File: config.mk
export PLATFORM = sky130hd
export DESIGN_NAME = ex_branch_unit_flat
export DESIGN_NICKNAME = d
export VERILOG_FILES = /design/src/design/ex_pkg.sv /design/src/design/ex_fu_if.sv /design/src/design/ex_branch_unit.sv /design/src/flat_wrapper.sv
export VERILOG_INCLUDE_DIRS = /design/src /design/src/include
export SDC_FILE = /design/constraint.sdc
export NUM_CORES = 1
export LEC_CHECK = 0
export CAP_MARGIN = 10
export CORE_UTILIZATION = 51
export CTS_CLUSTER_DIAMETER = 30
export CTS_CLUSTER_SIZE = 12
export DETAILED_ROUTE_END_ITERATION = 8
export DONT_BUFFER_PORTS = 1
export PLACE_DENSITY_LB_ADDON = 0.25
export SLEW_MARGIN = 20
export SYNTH_ARGS = -nofsm -noshare
export SYNTH_HDL_FRONTEND = slang
export SYNTH_SLANG_ARGS = --single-unit
File: constraint.sdc
create_clock -name clock -period 2.5 [get_ports clock]
set_clock_uncertainty 0.05 [all_clocks]
set_input_delay 0 -clock clock [delete_from_list [all_inputs] [get_ports clock]]
set_output_delay 0 -clock clock [all_outputs]
set_load 0.005 [all_outputs]
File: src/include/ex_cfg.svh
////////////////////
// build-time sizes for the execute stage
// EX_XLEN stays 64, the immediate bit fields assume it
// EX_MULT_STAGES must divide 64 (1, 2, 4 or 8)
////////////////////
`ifndef EX_CFG_SVH
`define EX_CFG_SVH

// data path width in bits
`define EX_XLEN 64

// multiplier pipeline depth
// one 64/N-bit chunk of the multiplier per stage
`define EX_MULT_STAGES 4

`endif

File: src/design/ex_pkg.sv
////////////////////
// shared types of the execute stage
// xlen_t follows EX_XLEN from ex_cfg.svh
// enum encodings are internal to this core
////////////////////
`include "ex_cfg.svh"

package ex_pkg;

  // one data word
  typedef logic [`EX_XLEN-1:0] xlen_t;

  // alu function codes, same set the decoder emits
  // ALU_MULQ goes to the multiplier slot only
  typedef enum logic [4:0] {
    ALU_ADDQ   = 5'h00,
    ALU_SUBQ   = 5'h01,
    ALU_AND    = 5'h02,
    ALU_BIC    = 5'h03,
    ALU_BIS    = 5'h04,
    ALU_ORNOT  = 5'h05,
    ALU_XOR    = 5'h06,
    ALU_EQV    = 5'h07,
    ALU_SRL    = 5'h08,
    ALU_SLL    = 5'h09,
    ALU_SRA    = 5'h0a,
    ALU_CMPULT = 5'h0b,
    ALU_CMPEQ  = 5'h0c,
    ALU_CMPULE = 5'h0d,
    ALU_CMPLT  = 5'h0e,
    ALU_CMPLE  = 5'h0f,
    ALU_MULQ   = 5'h10
  } alu_func_e;

  // operand a sources
  typedef enum logic [1:0] {
    OPA_REGA     = 2'd0,
    OPA_MEM_DISP = 2'd1,
    OPA_NPC      = 2'd2,
    OPA_NOT3     = 2'd3
  } opa_sel_e;

  // operand b sources, code 3 unused
  typedef enum logic [1:0] {
    OPB_REGB    = 2'd0,
    OPB_ALU_IMM = 2'd1,
    OPB_BR_DISP = 2'd2
  } opb_sel_e;

  // functional unit slots, also the index into the register value arrays
  typedef enum logic [1:0] {
    SLOT_ALU0 = 2'd0,
    SLOT_ALU1 = 2'd1,
    SLOT_MULT = 2'd2,
    SLOT_BR   = 2'd3
  } slot_e;

  // one issued instruction as it leaves the issue register
  typedef struct packed {
    logic        valid;
    logic [31:0] inst_word;
    xlen_t       npc;
    alu_func_e   alu_func;
    opa_sel_e    opa_sel;
    opb_sel_e    opb_sel;
    logic        cond_branch;
    logic        uncond_branch;
  } issue_t;

endpackage

File: src/design/ex_fu_if.sv
////////////////////
// operand bundle from operand select to one functional unit
// no handshake, valid alone marks a transfer
////////////////////
`timescale 1ns/1ps

interface ex_fu_if;

  // slot holds an instruction this cycle
  logic                valid;
  // selected operands
  ex_pkg::xlen_t       opa;
  ex_pkg::xlen_t       opb;
  // alu function, ignored by the multiplier
  ex_pkg::alu_func_e   func;

  // operand select side
  modport src (
    output valid, opa, opb, func
  );

  // functional unit side, accepts every valid cycle
  modport fu (
    input valid, opa, opb, func
  );

endinterface

File: src/design/ex_branch_unit.sv
////////////////////
// branch condition, take decision and target
// condition is always tested on register a
// target = opa + opb, decode selects npc and branch disp
////////////////////
`timescale 1ns/1ps

module ex_branch_unit (
  input  logic          clock,
  input  logic          rst_n,
  ex_fu_if.fu           fu,
  input  ex_pkg::xlen_t rega,
  input  logic [2:0]    cond_code,
  input  logic          cond_branch,
  input  logic          uncond_branch,
  output logic          take_branch,
  output ex_pkg::xlen_t target,
  output logic          br_valid
);

  logic cond;
  logic take_next;

  // code bits 1..0 pick the test, bit 2 inverts it
  always_comb begin
    case (cond_code[1:0])
      // LBC, low bit clear
      2'b00:   cond = ~rega[0];
      // EQ
      2'b01:   cond = (rega == '0);
      // LT, sign bit set
      2'b10:   cond = ($signed(rega) < 0);
      // LE
      default: cond = ($signed(rega) <= 0);
    endcase
    if (cond_code[2]) begin
      cond = ~cond;
    end
  end

  // unconditional, or conditional with the test true
  assign take_next = uncond_branch | (cond_branch & cond);

  always_ff @(posedge clock) begin
    if (!rst_n) begin
      br_valid    <= 1'b0;
      take_branch <= 1'b0;
    end else begin
      br_valid    <= fu.valid;
      take_branch <= fu.valid & take_next;
    end
  end

  // target only loads on a valid slot
  always_ff @(posedge clock) begin
    if (fu.valid) begin
      target <= fu.opa + fu.opb;
    end
  end

endmodule

File: src/flat_wrapper.sv
// flat-port wrapper written by rule: the top's interface ports become plain ports
module ex_branch_unit_flat 
  (clock, rst_n, rega, cond_code, cond_branch, uncond_branch, take_branch, target, br_valid, fu_valid, fu_opa, fu_opb, fu_func);
  ex_fu_if fu_i ();
  input  logic clock;
  input  logic rst_n;
  input  ex_pkg::xlen_t rega;
  input  logic [2:0] cond_code;
  input  logic cond_branch;
  input  logic uncond_branch;
  output logic take_branch;
  output ex_pkg::xlen_t target;
  output logic br_valid;
  input wire logic [$bits(fu_i.valid)-1:0] fu_valid;
  input wire logic [$bits(fu_i.opa)-1:0] fu_opa;
  input wire logic [$bits(fu_i.opb)-1:0] fu_opb;
  input wire logic [$bits(fu_i.func)-1:0] fu_func;
  assign fu_i.valid = fu_valid;
  assign fu_i.opa = fu_opa;
  assign fu_i.opb = fu_opb;
  assign fu_i.func = fu_func;
  ex_branch_unit u_core (.clock(clock), .rst_n(rst_n), .fu(fu_i), .rega(rega), .cond_code(cond_code), .cond_branch(cond_branch), .uncond_branch(uncond_branch), .take_branch(take_branch), .target(target), .br_valid(br_valid));
endmodule
-- Yosys cells after proc, flatten, opt, wreduce, memory -nomap -nowiden
Index checks and enable logic that the tools add are counted.
- flip-flop bits (word level): 66
- logic and storage cells: 17
- bitwise operators: 5
- reduce and logical (&&, ||, !) cells: 2
- equal/unequal tests: 2
- add/subtract/negate cells: 1
- $lt $le $gt $ge: 2
- muxes and demuxes: 2
- operators with widths (kind ; count):
    $add 64x64->64 ; 1
    $le 64x1->1 const B ; 1
    $logic_not 64->1 ; 1
    $lt 64x1->1 const B ; 1
    $pmux 1 s3 ; 1
    $and 1x1->1 ; 2
    $eq 2x1->1 const B ; 1
    $eq 2x2->1 const B ; 1
    $logic_not 2->1 ; 1
    $not 1->1 ; 2
    $mux 1 ; 1
    $or 1x1->1 ; 1

-- Logic depth before layout (Yosys ltp)
- depth in word-level cells: 7
- mapped depth: 10

-- Worst setup path after synthesis
Ideal clock, no wire load.
- path kind: input to register
- start point: input fu_opb[0]
- end point: register u_core.target[50] (data pin)
- setup slack: -0.001 ns
- buffers on the path: 0
- setup time: 0.263 ns
- data required time: 2.187 ns
- cell stages on the path: 10
- arrival: 2.188 ns
- cell sequence: ha_1 fa_1 a21o_1 a221oi_2 o221ai_2 a211oi_2 o31a_2 o2bb2ai_4 o31ai_4 xnor2_1
- longest elaborated chain between the ends: 1
- ends and longest elaborated chain (element ; RTL line ; RTL):
    from (decl) ; flat_wrapper.sv:16 ; input wire logic [$bits(fu_i.opb)-1:0] fu_opb;
    $add 64x64->64 ; ex_branch_unit.sv:57 ; target <= fu.opa + fu.opb;
    to (signal assigned) ; ex_branch_unit.sv:57 ;
    to (decl) ; ex_branch_unit.sv:17 ; output ex_pkg::xlen_t target,
No other way between the ends.
A chain may end at the register's enable or synchronous reset.

-- Worst setup path after layout
- start point: input fu_opb[0]
- end point: register u_core.target[40] (data pin)
The elaborated chain is that of the path after synthesis.

==> results by group <==
Clock network
  – Setup Fix Bufs, Post-CTS: 0
  – Num CTS Buffers: 9
  – Longest Clk Path Bufs: 2
  – Root buffer cell: clkbuf_16
  – Clock Sinks: 66
  – Clock transition at path regs: 60 ps
  – CTS tree: built
  – CTS H-Tree Depth: 3

Timing
  – Peak Freq: 0.431 GHz
  – Slew Limit Fails: 0
  – Fin crit period: 2320 ps
  – Final hold viol count: 0
  – Unrepaired setup endpoints after global routing: false
  – Setup ws final: 181 ps
  – Worst slew pin tran: 619 ps
  – Period utilization: 92.8%
  – Hold_ws: 37.7 ps
  – Slew margin rel.: 58.3%
  – Final setup vio count: 0

Synthesis
  – Post-synth EDFFs: 64
  – Post-synthesis cell count: 688
  – Synthesized net count: 957
  – Top FF cell, synth: edfxtp_1
  – YS warnings: 0
  – Register area share after synthesis: 31.0%
  – Syn Area/Cell: 9.21 µm²
  – Netlist cell types: 76
  – Async SR Flop Fraction: 0%
  – Yosys reg bits: 66
  – Post-synthesis instance area: 6330 µm²

Pwr
  – Maximum VDD drop: 0.259 mV
  – Pwr/cell area: 557 nW/µm²
  – Leakage power: 3.02 nW

Drt
  – Number of remaining DRC errors: 0
  – Routed wl met3: 1140 µm
  – WL/cell: 20.2 µm
  – WL met2: 8970 µm
  – Top layer in use: met4
  – Detailed-route vias per instance: 6.24
  – Via count: 5770
  – Routed WL: 18700 µm
  – Post-route ant nets: 0
  – Initial DRC Count: 353
  – Wl on met1: 8360 µm
  – TritonRoute pass-1 iters: 5

Job
  – # Max-Cap Violations: 0

Critical path
  – Crit start category: input port
  – Worst-path fanout max: 4
  – Crit path required time: 2530 ps
  – CP arrival: 2350 ps
  – Crit end category: flop
  – Setup CP Type: in -> reg

Cells and area
  – Commonest non-fill, non-tap cell in the layout: buf_4
  – Diode count: 0
  – Post-layout nets: 1022
  – Syn-to-layout area delta: 16.4%
  – Most frequent cells in the layout: 76 x buf_4, 68 x a21oi_1, 64 x edfxtp_1
  – Share of cells above drive strength 1: 16.4%

Placed design
  – Routability congestion estimate: 0.903
  – Pre-CTS WS: -167 ps
  – Hpwl dp: 15300 µm
  – Port Buffer Count: 0

GRT
  – Global-route wire length before repair: 28600 µm
  – Tot GR Track Use: 28.4%
  – Largest net degree at the start of global routing: 66
  – Gr ovfl total: 0
  – Initial antenna violation count: 0
  – Vias in the first global route: 5575

Floorplanning
  – Full die area: 12900 µm²
  – Die span in x: 113 µm
  – Die height: 113 µm
  – Core Area: 12100 µm²
  – Io pins: 271
  – Starting Density: 52.5%
  – Row cnt: 40

Min path
  – Hold/Removal Path Class: in -> reg

Status
  – Status: finished clean
-- final cells by class --
type                    count  area (µm²)
clock buffers              12         236
clock inverters             3        17.5
fillers                  1051        4690
inverters                  22        82.6
multi-input cells         569        4180
flip-flops and latches     66        1960
well taps                 168         210
repair buffers             85         678
-- where the power goes --
| group | internal (mW) | switching (mW) |
|---|---|---|
| clock network | 0.664 | 0.476 |
| registers | 1.47 | 0.109 |
| logic | 0.619 | 0.769 |
-- flip-flops by register name (all words and copies together) (netlist names) --
register,flops
u_core.take_branch,1
u_core.target,64
u_core.br_valid,1
-- synthesized netlist by cell type (all sizes together) (2+ instances only) --
library cell,count,area (µm²)
o221ai,2,23.8
nor3b,2,26.3
or3,3,18.8
clkbuf,18,67.6
xor2,21,184
nor3,19,95.1
o311ai,3,26.3
o21bai,23,184
dfxtp,2,40.0
and4,4,35.0
a221oi,6,58.8
o21ai,36,191
nor4,18,113
nand2b,2,12.5
a211oi,8,87.6
and3,7,45.1
nor2,37,146
a21o,47,353
nand4,26,175
o21a,2,15.0
nand3,9,45.0
edfxtp,64,1920
ha,63,788
o31ai,2,28.8
a21boi,5,37.5
a311oi,4,35.0
a31oi,12,75.1
o211ai,7,66.3
o2bb2ai,2,36.3
a21oi,71,367
a22oi,3,22.5
nand2,59,224
buf,13,96.3
xnor2,38,333
nor2b,5,31.3
and2,6,41.3
a2111oi,3,51.3
inv,22,82.6
-- worst paths after layout --
| kind | depth (start not counted) | slack [ps] | start | end |
|---|---|---|---|---|
| setup / recovery | 10 | 180 | fu_opb[0] | u_core.target[40] |
| hold / removal | 1 | 40 | fu_valid | u_core.target[53] |
-- worst max-delay path: stages --
cell and delay [ps]:
ha_1 210, fa_1 410, a21o_1 230, a221oi_4 300, o211ai_1 200, a22oi_1 320
nand2_1 150, a21boi_1 260, o21ai_1 110, xor2_1 150
-- stage by stage --
step	instances	setup TNS [ps]	cell area, µm²	utilization [%]	power, mW
2_1_floorplan	688	0	6340	-	2.49
6_report	925	0	7370	61.1	4.10
3_3_place_gp	901	-393	6960	57.7	2.91
4_1_cts	925	0	7320	60.7	4.11
5_1_grt	925	0	7370	61.1	4.31
3_5_place_dp	901	-1280	6960	57.7	2.92
-- cell families (layout without fill, tap and decap cells) --
kind of cell / count (synthesis) / count (layout) / synth area share, %
buffers and inverters: 53 / 122 / 3.89
and+or+nand+nor: 200 / 200 / 16.3
DFF: 66 / 66 / 31.0
AOI/OAI and AO/OA: 245 / 245 / 27.8
muxes: 1 / 1 / 0.158
adders and majority gates: 64 / 64 / 12.8
xor gates and xnor gates: 59 / 59 / 8.16
-- per-layer routing --
layer	up-vias	global-route usage [%]
met4	0	7.19
li1	2766	-
met5	-	0
met1	2750	37.4
met2	232	47.6
met3	22	6.27
-- repair_timing --
item                                    CTS  global route
endpoints found under the setup margin    0             1
resized for setup                         0             7
endpoints found under the hold margin    69             0
hold buffers                              9             0
Power figures use the tool's default switching activity.
