$ cat src/include/ex_cfg.svh
////////////////////
// build-time sizes for the execute stage
// EX_XLEN stays 64, the immediate bit fields assume it
// EX_MULT_STAGES must divide 64 (1, 2, 4 or 8)
////////////////////
`ifndef EX_CFG_SVH
`define EX_CFG_SVH

// data path width in bits
`define EX_XLEN 64

// multiplier pipeline depth
// one 64/N-bit chunk of the multiplier per stage
`define EX_MULT_STAGES 4

`endif

$ cat src/design/ex_pkg.sv
////////////////////
// shared types of the execute stage
// xlen_t follows EX_XLEN from ex_cfg.svh
// enum encodings are internal to this core
////////////////////
`include "ex_cfg.svh"

package ex_pkg;

  // one data word
  typedef logic [`EX_XLEN-1:0] xlen_t;

  // alu function codes, same set the decoder emits
  // ALU_MULQ goes to the multiplier slot only
  typedef enum logic [4:0] {
    ALU_ADDQ   = 5'h00,
    ALU_SUBQ   = 5'h01,
    ALU_AND    = 5'h02,
    ALU_BIC    = 5'h03,
    ALU_BIS    = 5'h04,
    ALU_ORNOT  = 5'h05,
    ALU_XOR    = 5'h06,
    ALU_EQV    = 5'h07,
    ALU_SRL    = 5'h08,
    ALU_SLL    = 5'h09,
    ALU_SRA    = 5'h0a,
    ALU_CMPULT = 5'h0b,
    ALU_CMPEQ  = 5'h0c,
    ALU_CMPULE = 5'h0d,
    ALU_CMPLT  = 5'h0e,
    ALU_CMPLE  = 5'h0f,
    ALU_MULQ   = 5'h10
  } alu_func_e;

  // operand a sources
  typedef enum logic [1:0] {
    OPA_REGA     = 2'd0,
    OPA_MEM_DISP = 2'd1,
    OPA_NPC      = 2'd2,
    OPA_NOT3     = 2'd3
  } opa_sel_e;

  // operand b sources, code 3 unused
  typedef enum logic [1:0] {
    OPB_REGB    = 2'd0,
    OPB_ALU_IMM = 2'd1,
    OPB_BR_DISP = 2'd2
  } opb_sel_e;

  // functional unit slots, also the index into the register value arrays
  typedef enum logic [1:0] {
    SLOT_ALU0 = 2'd0,
    SLOT_ALU1 = 2'd1,
    SLOT_MULT = 2'd2,
    SLOT_BR   = 2'd3
  } slot_e;

  // one issued instruction as it leaves the issue register
  typedef struct packed {
    logic        valid;
    logic [31:0] inst_word;
    xlen_t       npc;
    alu_func_e   alu_func;
    opa_sel_e    opa_sel;
    opb_sel_e    opb_sel;
    logic        cond_branch;
    logic        uncond_branch;
  } issue_t;

endpackage

$ cat src/design/ex_fu_if.sv
////////////////////
// operand bundle from operand select to one functional unit
// no handshake, valid alone marks a transfer
////////////////////
`timescale 1ns/1ps

interface ex_fu_if;

  // slot holds an instruction this cycle
  logic                valid;
  // selected operands
  ex_pkg::xlen_t       opa;
  ex_pkg::xlen_t       opb;
  // alu function, ignored by the multiplier
  ex_pkg::alu_func_e   func;

  // operand select side
  modport src (
    output valid, opa, opb, func
  );

  // functional unit side, accepts every valid cycle
  modport fu (
    input valid, opa, opb, func
  );

endinterface

$ cat src/design/ex_operand_sel.sv
////////////////////
// operand a/b select for one issue slot
// purely combinational
// immediate fields assume a 64-bit data path
////////////////////
`timescale 1ns/1ps
`include "ex_cfg.svh"

module ex_operand_sel (
  input  ex_pkg::issue_t issue,
  input  ex_pkg::xlen_t  rega,
  input  ex_pkg::xlen_t  regb,
  ex_fu_if.src           fu
);

  ex_pkg::xlen_t mem_disp;
  ex_pkg::xlen_t br_disp;
  ex_pkg::xlen_t alu_imm;

  ////////////////////
  // immediates
  ////////////////////

  // memory format displacement, 16 bits signed
  assign mem_disp = {{(`EX_XLEN-16){issue.inst_word[15]}}, issue.inst_word[15:0]};
  // branch displacement, 21 bits signed, word aligned
  assign br_disp  = {{(`EX_XLEN-23){issue.inst_word[20]}}, issue.inst_word[20:0], 2'b00};
  // operate format literal, 8 bits unsigned
  assign alu_imm  = {{(`EX_XLEN-8){1'b0}}, issue.inst_word[20:13]};

  ////////////////////
  // operand muxes
  ////////////////////

  // all four codes are used, NOT3 sits on the default arm
  always_comb begin
    case (issue.opa_sel)
      ex_pkg::OPA_REGA:     fu.opa = rega;
      ex_pkg::OPA_MEM_DISP: fu.opa = mem_disp;
      ex_pkg::OPA_NPC:      fu.opa = issue.npc;
      default:              fu.opa = ~ex_pkg::xlen_t'(3);
    endcase
  end

  // marker word shows up on a bad select code
  always_comb begin
    fu.opb = ex_pkg::xlen_t'(64'hbaad_beef_dead_beef);
    case (issue.opb_sel)
      ex_pkg::OPB_REGB:    fu.opb = regb;
      ex_pkg::OPB_ALU_IMM: fu.opb = alu_imm;
      ex_pkg::OPB_BR_DISP: fu.opb = br_disp;
      default:             ;
    endcase
  end

  // control passes straight through
  assign fu.valid = issue.valid;
  assign fu.func  = issue.alu_func;

endmodule

$ cat src/flat_wrapper.sv
// flat-port wrapper written by rule: the top's interface ports become plain ports
module ex_operand_sel_flat 
  (issue, rega, regb, fu_valid, fu_opa, fu_opb, fu_func);
  ex_fu_if fu_i ();
  input  ex_pkg::issue_t issue;
  input  ex_pkg::xlen_t rega;
  input  ex_pkg::xlen_t regb;
  output wire logic [$bits(fu_i.valid)-1:0] fu_valid;
  output wire logic [$bits(fu_i.opa)-1:0] fu_opa;
  output wire logic [$bits(fu_i.opb)-1:0] fu_opb;
  output wire logic [$bits(fu_i.func)-1:0] fu_func;
  assign fu_valid = fu_i.valid;
  assign fu_opa = fu_i.opa;
  assign fu_opb = fu_i.opb;
  assign fu_func = fu_i.func;
  ex_operand_sel u_core (.issue(issue), .rega(rega), .regb(regb), .fu(fu_i));
endmodule
$ cat config.mk
export PLATFORM = sky130hd
export DESIGN_NAME = ex_operand_sel_flat
export DESIGN_NICKNAME = d
export VERILOG_FILES = /design/src/design/ex_pkg.sv /design/src/design/ex_fu_if.sv /design/src/design/ex_operand_sel.sv /design/src/flat_wrapper.sv
export VERILOG_INCLUDE_DIRS = /design/src /design/src/include
export SDC_FILE = /design/constraint.sdc
export NUM_CORES = 1
export LEC_CHECK = 0
export BUFFER_PORTS_ARGS = -buffer_cell sky130_fd_sc_hd__buf_4
export CORE_AREA = 4 4 140 142
export DETAILED_ROUTE_END_ITERATION = 10
export DIE_AREA = 0 0 144 146
export GPL_ROUTABILITY_DRIVEN = 0
export GPL_TIMING_DRIVEN = 0
export SYNTH_ARGS = -nofsm -noshare
export SYNTH_HDL_FRONTEND = slang
export SYNTH_SLANG_ARGS = --single-unit
export TNS_END_PERCENT = 50
$ cat constraint.sdc
create_clock -name vclk -period 1.7
set_input_delay 0.255 -clock vclk [all_inputs]
set_output_delay 0.255 -clock vclk [all_outputs]
set_load 0.01 [all_outputs]
---- Word level (Yosys, flattened, before mapping) ----
Index checks and enable logic that the tools add are counted.
cells by class
  mux-type cells .......................... 2
  eq/ne operators ......................... 4
  reduce and logical (&&, ||, !) cells .... 2
operators with widths
  cell                                                 count
  one-hot mux 64 bit (3 select lines)                  2
  equality test 2 x 1 -> 1 bit, second input constant  2
  equality test 2 bit, second input constant           2
  logical NOT 2 bit                                    2
storage, ports and cells
  bits of input ports ..................... 236
  register bits after elaboration ......... 0

---- Logic depth before layout (Yosys ltp) ----
Gate-level depths: netlist of the first run.
  depth in word-level cells ............... 2
  mapped depth ............................ 5

---- Worst setup path after synthesis of the first run ----
OpenSTA, ideal clock, no wires.
  path kind ............................... input to output
  from .................................... in issue[5] in the netlist's numbering
  to ...................................... out fu_opa[47]
  arrival time ............................ 1.092 ns
  path slack .............................. 0.353 ns
  cell stages on the path ................. 4
  required time ........................... 1.445 ns
  cell sequence ........................... buf_4 > buf_4 > buf_4 > o31ai_1
between the ends
  cells in the longest elaborated chain, start to end .. 2
  elaborated cells on any way between the ends .. 4
  those cells by class .................... eq/ne: 2; mux: 1; reduce/logical: 1
RTL lines
  element                                            line                  RTL
  start: declaration                                 flat_wrapper.sv:5     input ex_pkg::issue_t issue;
  equality test 2 bit, or another cell as far along  ex_operand_sel.sv:37  case (issue.opa_sel)
  one-hot mux 64 bit (3 select lines) (*)            ex_operand_sel.sv:37
  end: declaration                                   flat_wrapper.sv:9     output wire logic [$bits(fu_i.opa)-1:0] fu_opa;
Every way passes the cells marked *; elsewhere a longest branch is shown, timed or not.

---- Worst setup path in the final report of the first run ----
  from .................................... in issue[2] in the netlist's numbering
  to ...................................... out fu_opb[4]
between the ends
  cells in the longest elaborated chain, start to end .. 2
  elaborated cells on any way between the ends .. 4
  those cells by class .................... eq/ne: 2; mux: 1; reduce/logical: 1
RTL lines
  element                                            line                  RTL
  equality test 2 bit, or another cell as far along  ex_operand_sel.sv:48  case (issue.opb_sel)
  one-hot mux 64 bit (3 select lines) (*)            ex_operand_sel.sv:48
  end: declaration                                   flat_wrapper.sv:10    output wire logic [$bits(fu_i.opb)-1:0] fu_opb;
Marks and branches as above.

==> results.yml, run 1 <==
layout:
  nFillCells: 2028
  drive_above_1_share_pct: 62.2
  diodes: 0
  fin_cells: 919
  nNetsFinal: 923
  clockBufferCount: 0
  syn_to_final_growth_pct: 129
  seq_area_sq_um: 0
  seq_cells: 0
  fin_util_pct: 27.9
global_route:
  grt_max_degree: 11
  grt_pass1_wl_microns: 22400
  first_global_vias: 3965
  track_usage_pct: 13.3
  grt_overflow_total: 0
  antenna_found_initial: 0
run_status:
  outcome: "finished, final reports clean"
sta:
  period_minus_slack_ns: 1.67
  setup_slack_ns: 0.0341
  rsz0062_at_grt: "yes"
  slew_viol_final: 0
  fmax_mhz: 600
  relSlewSlack_pct: 69.4
  finalSetupViolations: 0
  worst_pin_slew_ns: 0.459
  hold_violations: 0
  post-route-period-util_pct: 98.0
floorplanning:
  die_y_microns: 146
  rows: 50
  coreArea_sq_um: 18500
  start_util_pct: 12.2
  die_w_microns: 144
  dieArea_sq_um: 21000
  ios: 370
synth:
  synth_top_cell_area_share_pct: 13.5
  syn_area_sq_um: 2250
  syn_nets: 574
  netlist-cell-type-count: 25
  yosys.area.top_type: "o21ai_0"
  synthTopCellsByCount: "61 x o21ai_0, 53 x nor2_1, 39 x o31ai_1"
  yosysSeqAreaShare_pct: 0
  netlist_instances: 338
  avgSynthCellArea_sq_um: 6.67
  yosysMostFrequentCell: "o21ai_0"
  synth_warnings: 0
  synth_area_leaders: "o21ai_0 14%, o31ai_1 13%, a21o_1 10%, nor2_1 8.8%, o22a_1 7.0%"
power_and_ir_drop:
  switching_share_pct: 43.2
  p_comb_share_pct: 100.0
  total_power_uw: 1570
  power_density_nw_per_um2: 304
  peakVddDrop_uv: 158
  p_sw_uw: 678
  p_leak_uw: 0.00272
  cellInternalPower_uw: 890
  seqPwrFrac_pct: 0
  p_clk_share_pct: 0
detailed_routing:
  viasPerCell: 4.28
  detail_route.wirelength_microns: 15700
  ant_nets: 0
  drt-pass1-iter-count: 4
  remaining_drc_errors: 0
  first_iter_violations: 114
  vias: 3932
  detail_route.wl_per_cell_microns: 17.1
setup_path:
  crit_required_ns: 1.44
  startpoint_type: "primary input"
  endpoint: "fu_opb[4]"
  arrival_ns: 1.41
  startpoint: "issue[2]"
  cp_max_fo: 10
  cp-end-kind: "output pin"
  crit_type: "in2out"
clock_tree:
  postCtsSetupRepairBufs: 0
place:
  dp_slack_ns: -0.00829
  port_buffers: 347
  dpl.hpwl_microns: 13800
  placed_cells: 919
flow_run:
  max_cap_viol_count: 0
hold_path:
  hp-class: "in2out"
  hold_depth: 2
cells by family (layout without fill, tap and decap cells):
kind of cell / count (synthesis) / count (layout) / share of synthesized area, %
AOI/OAI and AO/OA: 186 / 186 / 58.2
buffers and inverters: 57 / 404 / 14.7
muxes: 25 / 25 / 12.9
and+or+nand+nor: 70 / 70 / 14.1
per-layer routing:
| layer | vias to the layer above | GRT usage, % | share of wire [%] |
|---|---|---|---|
| li1 | 1940 | - | - |
| met1 | 1759 | 15.1 | 37 |
| met2 | 221 | 25.9 | 53 |
| met3 | 12 | 2.63 | 9.4 |
| met4 | 0 | 1.41 | 1.3 |
| met5 | - | 0 | 0 |
metrics by stage:
step	setup TNS, ns	instance area, sq um	hold slack (ns)
2_1_floorplan	0	2250	0.602
3_3_place_gp	0	5150	0.688
3_5_place_dp	-0.00829	5150	0.689
4_1_cts	0	5150	0.690
5_1_grt	-0.0824	5160	0.692
6_report	0	5160	0.688
area by class of cell:
cell class | instances | area [sq um] | area share (%)
Tap cell | 234 | 293 | 5.68
Multi-Input combinational cell | 281 | 1920 | 37.3
Timing Repair Buffer | 347 | 2610 | 50.5
Buffer | 54 | 325 | 6.31
Inverter | 3 | 11.3 | 0.218
layout by cell type (no fill, tap or decap), types with 8 or more instances in the layout:
cell type / synthesis / final
a21oi_1: 12 / 12
buf_2: 22 / 21
a21bo_2: 11 / 11
buf_4: 12 / 359
o31ai_1: 39 / 39
a21o_1: 30 / 30
nand2b_1: 13 / 13
o21ai_0: 61 / 61
o22a_1: 18 / 18
mux2_2: 8 / 8
nor2_1: 53 / 53
clkbuf_1: 14 / 12
o31ai_2: 10 / 10
power by group through the flow:
stage	sequential (uW)	combinational, uW	clock, uW
finish	0	1570	0
global route	0	1690	0
CTS	0	1590	0
detailed placement	0	1580	0
global placement	0	1580	0
floorplan	0	654	0
repair_timing:
item / in CTS / in global routing
endpoints found under the hold margin: 0 / 0
hold buffers: 0 / 0
setup endpoints to repair: 0 / 27
gates resized for setup: 0 / 5
critical path: stages:
cell and delay, ns:
buf_2 0.25, clkbuf_4 0.27, mux2i_1 0.31, o22ai_1 0.16, buf_4 0.17
worst min-delay path by stage:
stage | from | endpoint | slack, ns
2_1_floorplan | issue[6] | fu_func[0] | 0.60
3_3_place_gp | issue[6] | fu_func[0] | 0.69
3_5_place_dp | issue[8] | fu_func[2] | 0.69
4_1_cts | issue[8] | fu_func[2] | 0.69
5_1_grt | issue[6] | fu_func[0] | 0.69
6_report | issue[8] | fu_func[2] | 0.69
No activity file was read; power rests on OpenSTA's default activity.
==> run 2: changes to the inputs <==
==> constraint.sdc (replaced) <==
create_clock -name vclk -period 2.01
set_input_delay 0.3015 -clock vclk [all_inputs]
set_output_delay 0.3015 -clock vclk [all_outputs]
set_load 0.01 [all_outputs]
==> run 2 against run 1 <==
Cell count stayed put. Core utilization about the same. Final area about the same. Power decreased by 15%.
==> results.yml, run 2 (synthesis results as in run 1) <==
global_route:
  grt_max_degree: 11
  first_global_vias: 3965
  track_usage_pct: 13.3
  grt_pass1_wl_microns: 22400
  grt_overflow_total: 0
  antenna_found_initial: 0
detailed_routing:
  detail_route.wirelength_microns: 15700
  first_iter_violations: 116
  m1WireLength_microns: 5770
  maxUsedRoutingLayer: "met4"
  remaining_drc_errors: 0
  drt-pass1-iter-count: 4
  wl_met3_microns: 1490
  detail_route.wl_per_cell_microns: 17.1
  dr_wl_met2_microns: 8290
  viasPerCell: 4.28
  vias: 3937
  ant_nets: 0
setup_path:
  startpoint_type: "primary input"
  cp_max_fo: 10
  crit_required_ns: 1.71
  cp-end-kind: "output pin"
  arrival_ns: 1.47
  startpoint: "issue[2]"
  crit_type: "in2out"
place:
  dpl.hpwl_microns: 13800
  port_buffers: 347
  placed_cells: 919
floorplanning:
  dieArea_sq_um: 21000
  start_util_pct: 12.2
  coreArea_sq_um: 18500
  die_y_microns: 146
  ios: 370
  die_w_microns: 144
  rows: 50
sta:
  relSlewSlack_pct: 69.4
  rsz0062_at_grt: "no"
  fmax_mhz: 564
  period_minus_slack_ns: 1.77
  finalSetupViolations: 0
  slew_viol_final: 0
  setup_tns_ns: 0
  worst_pin_slew_ns: 0.459
  hold_violations: 0
  post-route-period-util_pct: 88.2
power_and_ir_drop:
  p_sw_uw: 574
  p_clk_share_pct: 0
  cellInternalPower_uw: 752
  seqPwrFrac_pct: 0
  switching_share_pct: 43.3
  power_density_nw_per_um2: 257
  peakVddDrop_uv: 134
  p_comb_share_pct: 100.0
  p_leak_uw: 0.00271
clock_tree:
  postCtsSetupRepairBufs: 0
  cts-resized-gates: 0
  ctsHoldBuffers: 0
layout:
  syn_to_final_growth_pct: 129
  layout_commonest_cell: "buf_4"
  fin_cells: 919
  nFillCells: 2029
  fin_util_pct: 27.9
  nNetsFinal: 923
  mostFrequentLayoutCells: "359 x buf_4, 61 x o21ai_0, 53 x nor2_1"
  clockBufferCount: 0
  diodes: 0
  seq_area_sq_um: 0
  drive_above_1_share_pct: 61.9
  seq_cells: 0
flow_run:
  max_cap_viol_count: 0
hold_path:
  hp-class: "in2out"
  hp-start: "issue[8]"
run_status:
  outcome: "finished, final reports clean"
## run 2: worst max-delay path: stages
cell,delay (ns)
buf_2,0.25
buf_2,0.27
mux2i_1,0.32
o22ai_1,0.16
buf_4,0.17
## run 2: path summary, 6_finish.rpt
kind / to / cells past startpoint
min: fu_func[2] / 2
max: fu_opb[4] / 5
## run 2: metrics by stage
step | hold WS [ns] | cell area [sq um] | setup slack (ns) | total power (uW)
2_1_floorplan | 0.695 | 2250 | 0.570 | 553
3_3_place_gp | 0.781 | 5150 | 0.239 | 1330
3_5_place_dp | 0.782 | 5150 | 0.209 | 1340
4_1_cts | 0.783 | 5150 | 0.218 | 1340
5_1_grt | 0.785 | 5150 | 0.115 | 1430
6_report | 0.781 | 5150 | 0.237 | 1330
## run 2: cell type report
| class | count | area, sq um | share of cell area (%) |
|---|---|---|---|
| inverters | 3 | 11.3 | 0.219 |
| repair buffers | 347 | 2610 | 50.6 |
| plain buffers | 54 | 320 | 6.22 |
| well taps | 234 | 293 | 5.68 |
| multi-input cells | 281 | 1920 | 37.3 |
## run 2: power groups by stage
stage | logic [uW] | clock network (uW) | registers (uW)
2_1_floorplan | 553 | 0 | 0
3_3_place_gp | 1330 | 0 | 0
3_5_place_dp | 1340 | 0 | 0
4_1_cts | 1340 | 0 | 0
5_1_grt | 1430 | 0 | 0
6_report | 1330 | 0 | 0
## run 2: metal layers
| metal | global-route usage [%] | vias up |
|---|---|---|
| met4 | 1.41 | 0 |
| li1 | - | 1940 |
| met1 | 15.1 | 1762 |
| met5 | 0 | - |
| met3 | 2.63 | 12 |
| met2 | 25.9 | 223 |
